### src/design/mq_pkg.sv
`default_nettype none

package mq_pkg;

  parameter int QUEUE_BITS = 3;
  parameter int NUM_QUEUES = 1 << QUEUE_BITS;

  parameter int ADDR_BITS = 6;
  parameter int NUM_ADDR = 1 << ADDR_BITS;    // link memory words

  typedef logic [QUEUE_BITS-1:0] queue_id_t;

  // push payload and pop result
  typedef logic [ADDR_BITS-1:0] link_addr_t;

  // one extra bit so a queue can hold every address
  typedef logic [ADDR_BITS:0] count_t;

  typedef struct packed {
    queue_id_t queue;
    logic      refill;
  } refill_t;

endpackage

`default_nettype wire

### src/design/delay_line.sv
`timescale 1ns/1ps
`default_nettype none

module delay_line #(
  parameter int DEPTH = 1,
  parameter type payload_t = logic
) (
  input wire clk,
  input wire payload_t in_data,
  output payload_t out_data
);

  payload_t stage [DEPTH];

  always_ff @(posedge clk) begin
    stage[0] <= in_data;
    for (int i = 1; i < DEPTH; i++) begin
      stage[i] <= stage[i-1];  // shift one stage per cycle
    end
  end

  assign out_data = stage[DEPTH-1];

endmodule

`default_nettype wire

### src/design/link_ram.sv
`timescale 1ns/1ps
`default_nettype none

module link_ram #(
  parameter int NUM_PUSH = 2,
  parameter int SRAM_DELAY = 2
) (
  input wire clk,
  input wire [NUM_PUSH-1:0] wr_en,
  input wire mq_pkg::link_addr_t wr_addr [NUM_PUSH],
  input wire mq_pkg::link_addr_t wr_data [NUM_PUSH],
  input wire mq_pkg::link_addr_t rd_addr,
  output mq_pkg::link_addr_t rd_data
);

  // next pointer per link address
  mq_pkg::link_addr_t mem [mq_pkg::NUM_ADDR];

  mq_pkg::link_addr_t rd_word;

  always_ff @(posedge clk) begin
    for (int p = 0; p < NUM_PUSH; p++) begin
      if (wr_en[p]) begin
        mem[wr_addr[p]] <= wr_data[p];  // later port overrides earlier
      end
    end
  end

  assign rd_word = mem[rd_addr];

  // models the sram read pipeline
  delay_line #(
    .DEPTH     (SRAM_DELAY),
    .payload_t (mq_pkg::link_addr_t)
  ) u_rd_pipe (
    .clk      (clk),
    .in_data  (rd_word),
    .out_data (rd_data)
  );

endmodule

`default_nettype wire

### src/design/multi_queue_top.sv
`timescale 1ns/1ps
`default_nettype none

module multi_queue_top #(
  parameter int NUM_PUSH = 2,
  parameter int SRAM_DELAY = 2
) (
  input wire clk,
  input wire rst,

  input wire [NUM_PUSH-1:0] push,
  input wire mq_pkg::queue_id_t push_queue [NUM_PUSH],
  input wire mq_pkg::link_addr_t push_addr [NUM_PUSH],

  input wire pop,
  input wire mq_pkg::queue_id_t pop_queue,
  output logic pop_vld,
  output mq_pkg::link_addr_t pop_addr,

  output logic ready
);

  logic [NUM_PUSH-1:0] push_gated;
  logic pop_gated;

  logic [NUM_PUSH-1:0] link_wr_en;
  mq_pkg::link_addr_t link_wr_addr [NUM_PUSH];
  mq_pkg::link_addr_t link_wr_data [NUM_PUSH];
  mq_pkg::link_addr_t link_rd_addr;
  mq_pkg::link_addr_t link_rd_data;

  always_ff @(posedge clk) begin
    ready <= !rst;  // one cycle after reset release
  end

  assign push_gated = push & {NUM_PUSH{ready}};
  assign pop_gated = pop & ready;

  queue_state_table #(
    .NUM_PUSH   (NUM_PUSH),
    .SRAM_DELAY (SRAM_DELAY)
  ) u_qst (
    .clk          (clk),
    .rst          (rst),
    .push         (push_gated),
    .push_queue   (push_queue),
    .push_addr    (push_addr),
    .pop          (pop_gated),
    .pop_queue    (pop_queue),
    .pop_vld      (pop_vld),
    .pop_addr     (pop_addr),
    .link_wr_en   (link_wr_en),
    .link_wr_addr (link_wr_addr),
    .link_wr_data (link_wr_data),
    .link_rd_addr (link_rd_addr),
    .link_rd_data (link_rd_data)
  );

  link_ram #(
    .NUM_PUSH   (NUM_PUSH),
    .SRAM_DELAY (SRAM_DELAY)
  ) u_link_ram (
    .clk     (clk),
    .wr_en   (link_wr_en),
    .wr_addr (link_wr_addr),
    .wr_data (link_wr_data),
    .rd_addr (link_rd_addr),
    .rd_data (link_rd_data)
  );

endmodule

`default_nettype wire

### src/design/queue_state_table.sv
`timescale 1ns/1ps
`default_nettype none

module queue_state_table #(
  parameter int NUM_PUSH = 2,
  parameter int SRAM_DELAY = 2
) (
  input wire clk,
  input wire rst,

  input wire [NUM_PUSH-1:0] push,
  input wire mq_pkg::queue_id_t push_queue [NUM_PUSH],
  input wire mq_pkg::link_addr_t push_addr [NUM_PUSH],

  input wire pop,
  input wire mq_pkg::queue_id_t pop_queue,
  output logic pop_vld,
  output mq_pkg::link_addr_t pop_addr,

  output logic [NUM_PUSH-1:0] link_wr_en,
  output mq_pkg::link_addr_t link_wr_addr [NUM_PUSH],
  output mq_pkg::link_addr_t link_wr_data [NUM_PUSH],
  output mq_pkg::link_addr_t link_rd_addr,
  input wire mq_pkg::link_addr_t link_rd_data
);

  mq_pkg::link_addr_t head [mq_pkg::NUM_QUEUES];
  mq_pkg::link_addr_t tail [mq_pkg::NUM_QUEUES];
  mq_pkg::count_t count [mq_pkg::NUM_QUEUES];

  mq_pkg::link_addr_t head_next [mq_pkg::NUM_QUEUES];
  mq_pkg::link_addr_t tail_next [mq_pkg::NUM_QUEUES];
  mq_pkg::count_t count_next [mq_pkg::NUM_QUEUES];

  logic pop_last;    // pop takes the only entry
  logic pop_refill;  // pop leaves entries behind, head must be refetched

  logic [NUM_PUSH-1:0] first_push;
  logic [NUM_PUSH-1:0] head_load;

  mq_pkg::refill_t refill_in;
  mq_pkg::refill_t refill_out;

  assign pop_last = pop && (count[pop_queue] == 1);
  assign pop_refill = pop && (count[pop_queue] > 1);

  assign pop_vld = pop;
  assign pop_addr = head[pop_queue];

  // next pointer of the old head
  assign link_rd_addr = head[pop_queue];

  // lowest port per target queue is the one that may load the head
  always_comb begin
    for (int p = 0; p < NUM_PUSH; p++) begin
      first_push[p] = push[p];
      for (int q = 0; q < p; q++) begin
        if (push[q] && (push_queue[q] == push_queue[p])) begin
          first_push[p] = 1'b0;
        end
      end
      head_load[p] = first_push[p] &&
                     ((count[push_queue[p]] == 0) ||
                      (pop_last && (pop_queue == push_queue[p])));
    end
  end

  // link write address per port, chained behind lower ports to the same queue
  always_comb begin
    for (int p = 0; p < NUM_PUSH; p++) begin
      if (count[push_queue[p]] != 0) begin
        link_wr_addr[p] = tail[push_queue[p]];
      end else begin
        link_wr_addr[p] = push_addr[p];  // empty queue, word is don't care
      end
      for (int q = 0; q < p; q++) begin
        if (push[q] && (push_queue[q] == push_queue[p])) begin
          link_wr_addr[p] = push_addr[q];
        end
      end
      link_wr_data[p] = push_addr[p];
    end
  end

  assign link_wr_en = push;

  always_comb begin
    head_next = head;
    tail_next = tail;
    count_next = count;

    if (refill_out.refill) begin
      head_next[refill_out.queue] = link_rd_data;
    end

    if (pop) begin
      count_next[pop_queue] = count_next[pop_queue] - 1'b1;
    end

    for (int p = 0; p < NUM_PUSH; p++) begin
      if (head_load[p]) begin
        head_next[push_queue[p]] = push_addr[p];
      end
      if (push[p]) begin
        tail_next[push_queue[p]] = push_addr[p];  // highest port ends up as tail
        count_next[push_queue[p]] = count_next[push_queue[p]] + 1'b1;
      end
    end
  end

  always_ff @(posedge clk) begin
    head <= head_next;
    tail <= tail_next;
    if (rst) begin
      count <= '{default: '0};
    end else begin
      count <= count_next;
    end
  end

  // which queue gets link_rd_data when it comes back
  assign refill_in.queue = pop_queue;
  assign refill_in.refill = pop_refill && !rst;  // flushes the line during reset

  delay_line #(
    .DEPTH     (SRAM_DELAY),
    .payload_t (mq_pkg::refill_t)
  ) u_refill_pipe (
    .clk      (clk),
    .in_data  (refill_in),
    .out_data (refill_out)
  );

endmodule

`default_nettype wire

### config.mk
export PLATFORM = sky130hd
export DESIGN_NAME = multi_queue_top
export DESIGN_NICKNAME = d
export VERILOG_FILES = /design/src/design/mq_pkg.sv /design/src/design/delay_line.sv /design/src/design/link_ram.sv /design/src/design/multi_queue_top.sv /design/src/design/queue_state_table.sv
export SDC_FILE = /design/constraint.sdc
export NUM_CORES = 1
export LEC_CHECK = 0
export BUFFER_PORTS_ARGS = -buffer_cell sky130_fd_sc_hd__buf_4
export CELL_PAD_IN_SITES_DETAIL_PLACEMENT = 1
export CELL_PAD_IN_SITES_GLOBAL_PLACEMENT = 1
export CORE_AREA = 2 2 265 320
export CTS_BUF_LIST = sky130_fd_sc_hd__clkbuf_2
export CTS_CLUSTER_DIAMETER = 100
export CTS_CLUSTER_SIZE = 8
export DETAILED_ROUTE_END_ITERATION = 6
export DIE_AREA = 0 0 267 322
export GPL_TIMING_DRIVEN = 0
export HOLD_SLACK_MARGIN = 0.05
export PLACE_DENSITY_LB_ADDON = 0.1
export SYNTH_ARGS = -nofsm -noshare
export SYNTH_HDL_FRONTEND = slang
export SYNTH_SLANG_ARGS = --single-unit
### constraint.sdc
create_clock -name clk -period 5.7 [get_ports clk]
set_clock_uncertainty 0.2 [all_clocks]
set_input_delay 1.14 -clock clk [delete_from_list [all_inputs] [get_ports clk]]
set_output_delay 1.14 -clock clk [all_outputs]
set_load 0.02 [all_outputs]
==> results.py <==
metrics = {
    "layout": {
        "stdcell_area_um2": 36300,
        "final_nets": 3347,
        "area_growth_pct": 10.2,
        "drive_gt1_frac": 0.236,
    },
    "global_route": {
        "grt_pass1_vias": 29749,
        "grt_overflow_total": 0,
        "grt_pass1_wl_mm": 237,
        "grt_antenna_before_repair": 17,
        "groute.usage.overall": 0.402,
        "grt_start_max_net_pins": 20,
    },
    "place": {
        "post-dp-hpwl_mm": 131,
        "port_buffers": 21,
        "placed_cell_area_um2": 34700,
        "place_congestion": 1.04,
    },
    "run_status": {
        "status": "finished, violations left",
        "failed_checks": "capacitance limit, slew limit, setup timing",
    },
    "worst_setup_path": {
        "crit_type": "in -> reg",
        "cp_slowest_cell": "nand3_1",
        "cp_common_cell": "clkbuf_1",
        "crit_chain": "buf_4 > clkbuf_1 > nor2_1 > nand2_1 > clkbuf_1 > o22ai_1 > or4_1 > clkbuf_1 > mux2i_1 > clkbuf_1 > nand3_1 > o21ai_1",
        "r2r_slack_ns": -0.11,
        "arrival_ns": 6.57,
        "cp.required_ns": 6.38,
        "max_stage_delay_ns": 0.91,
        "crit_fanout": 10,
        "crit_path_start_kind": "input pin",
        "cp-end-kind": "flip-flop",
    },
    "clock_network": {
        "cts.path.max_buffers": 3,
        "clock-sinks": 557,
        "clk_pin_slew_worst_paths_ns": 0.16,
        "h-tree-depth": 3,
        "cts_tree": "yes",
        "clock_latency_ns": 1.33,
        "root_buffer": "clkbuf_2",
        "cts-buffers-inserted": 79,
    },
    "timing": {
        "drv_slew": 11,
        "setup_tns_ns": -7.00,
        "worst_slew_pin_slew_ns": 1.58,
        "fin_ws_ns": -0.190,
        "timing.slew.headroom": -0.0566,
        "hold_viol_final": 0,
        "rsz0062_at_grt": "yes",
        "final.period_utilization": 1.03,
        "min_period_ns": 5.89,
        "setup-violations-final": 102,
        "fmax_ghz": 0.170,
    },
    "yosys": {
        "ys_warn_count": 0,
        "synth_top_area_frac": 0.350,
        "synth_area_leaders": "edfxtp_1 35%, mux2_2 13%, dfxtp_1 11%",
        "yosys-top-cells-count": "444 x nand2_1, 388 x mux2_2, 384 x edfxtp_1",
        "yosysUniqueCellTypes": 88,
        "yosysSeqAreaShare": 0.455,
        "synthFlopType": "edfxtp_1",
        "ys_ff_latch": 557,
        "yosys.area.top_type": "edfxtp_1",
        "synth_edf_count": 384,
        "netlist_instances": 3181,
        "netlist_area_um2": 32900,
        "synth_area_per_cell_um2": 10.4,
        "ys_async_sr_fraction": 0,
        "yosysMostFrequentCell": "nand2_1",
        "synth.net_count": 3211,
    },
    "floorplanning": {
        "fp-row-count": 116,
        "die_w_um": 267,
        "fp.dieH_um": 322,
        "initial_core_util": 0.397,
        "pin_count": 34,
        "dieArea_um2": 86000,
        "coreArea_um2": 82900,
    },
    "routing": {
        "totalWireLength_mm": 175,
        "drt_iter0_drc": 2856,
        "drtAntennaViolNets": 0,
        "drc": 0,
        "vias": 29207,
        "drt-vias-per-instance": 6.53,
        "routedWlPerCell_um": 39.2,
        "dr.pass1.iters": 6,
    },
    "pwr": {
        "p_leak_nw": 12.2,
        "ir_worst_vdd_uv": 164,
        "total_power_mw": 11.5,
        "pwr_density_cell_nw_per_um2": 317,
    },
    "flow_run": {
        "drv_cap": 1,
    },
    "worst_hold_path": {
        "hold_class": "reg -> reg",
    },
}
cell type report:
type                    instances  area [um^2]
repair buffers                 59          541
plain buffers                 300         1290
diodes                         13         32.5
clock inverters                 8         75.1
clock buffers                  92          460
well taps                    1121         1400
fillers                      9189        46600
inverters                      19         75.1
flip-flops and latches        557        15000
multi-input cells            2301        17400
per-stage QoR:
stage                      util  hold slack [ns]  setup WS [ns]  instances
after CTS                 0.433           -0.227        -0.0132       4446
after global routing      0.438            0.150         -0.240       4461
after global placement    0.416            0.114          -4.03       4323
after detailed placement  0.418            0.115          -2.63       4330
after floorplan               -            0.110         0.0393       3181
final                     0.438            0.144         -0.190       4470
report_power, final:
| part | internal (mW) | switching (mW) |
|---|---|---|
| logic | 1.45 | 2.98 |
| clock network | 0.479 | 1.62 |
| registers | 4.69 | 0.282 |
| total | 6.62 | 4.89 |
worst max-delay path, delay by kind of cell:
kind / cells / cell delay, ns
simple gates: 4 / 2.01
buf+inv: 5 / 1.96
compound gates: 2 / 1.01
mux: 1 / 0.43
cell families after synthesis:
kind of cell             after synthesis  synth area share
adder cells (fa/ha/maj)                4           0.00152
AO/OA/AOI/OAI                        693             0.141
XOR/XNOR                              18           0.00570
flip-flops                           557             0.455
multiplexers                         645             0.223
AND/OR/NAND/NOR                      941             0.135
buffers and inverters                323            0.0382
layer usage:
metal | vias to the layer above | global-route usage | part of all wire
met1 | 14822 | 0.442 | 0.35
met4 | 2 | 0.340 | 0.10
li1 | 12212 | - | -
met5 | - | 0 | 0.000086
met3 | 608 | 0.0689 | 0.068
met2 | 1563 | 0.675 | 0.48
repair_timing:
action | in CTS | in global routing
endpoints found under the hold margin | 7 | 1
endpoints found under the setup margin | 861 | 530
gates cloned | 0 | 0
pin swaps | 9 | 9
hold buffers | 3 | 1
gates resized for setup | 145 | 97
setup buffers | 16 | 11
layout by cell type, fill, tap and decap left out, types with 14 or more instances in the layout:
master,instances
a31oi_1,40
clkbuf_1,229
buf_4,52
clkbuf_2,106
a21oi_1,136
nand2_1,433
o21ai_0,79
mux2i_1,201
o21bai_1,33
mux2_2,388
mux4_2,31
edfxtp_1,384
mux2_1,22
and2_1,61
o21ai_1,33
a21oi_2,15
o211ai_1,33
a211oi_1,78
nor2_1,195
nor4_4,24
a22oi_1,14
a311oi_1,49
o22ai_1,55
buf_1,24
dfxtp_1,168
nand3_1,35
nor3_1,39
inv_1,16
path summary, 6_finish.rpt:
kind                                                   to  cells past startpoint                                    start
hold / removal    u_qst.u_refill_pipe.stage[0][5]$_DFF_P_                      0  u_qst.u_refill_pipe.stage[0][1]$_DFF_P_
setup / recovery          u_link_ram.mem[38][0]$_DFFE_PP_                     12                            push_queue[4]
hold reg to reg   u_qst.u_refill_pipe.stage[0][5]$_DFF_P_                      0  u_qst.u_refill_pipe.stage[0][1]$_DFF_P_
setup reg to reg          u_link_ram.mem[38][0]$_DFFE_PP_                      9               u_qst.count[24]$_SDFF_PP0_
flip-flops by register name, indices dropped and copies added (netlist names):
name and cells:
ready 1, u_link_ram.mem 384, u_link_ram.u_rd_pipe.stage 12, u_qst.count 56
u_qst.head 48, u_qst.u_refill_pipe.stage 8, u_qst.tail 48
(Power assumes the default switching activity.)
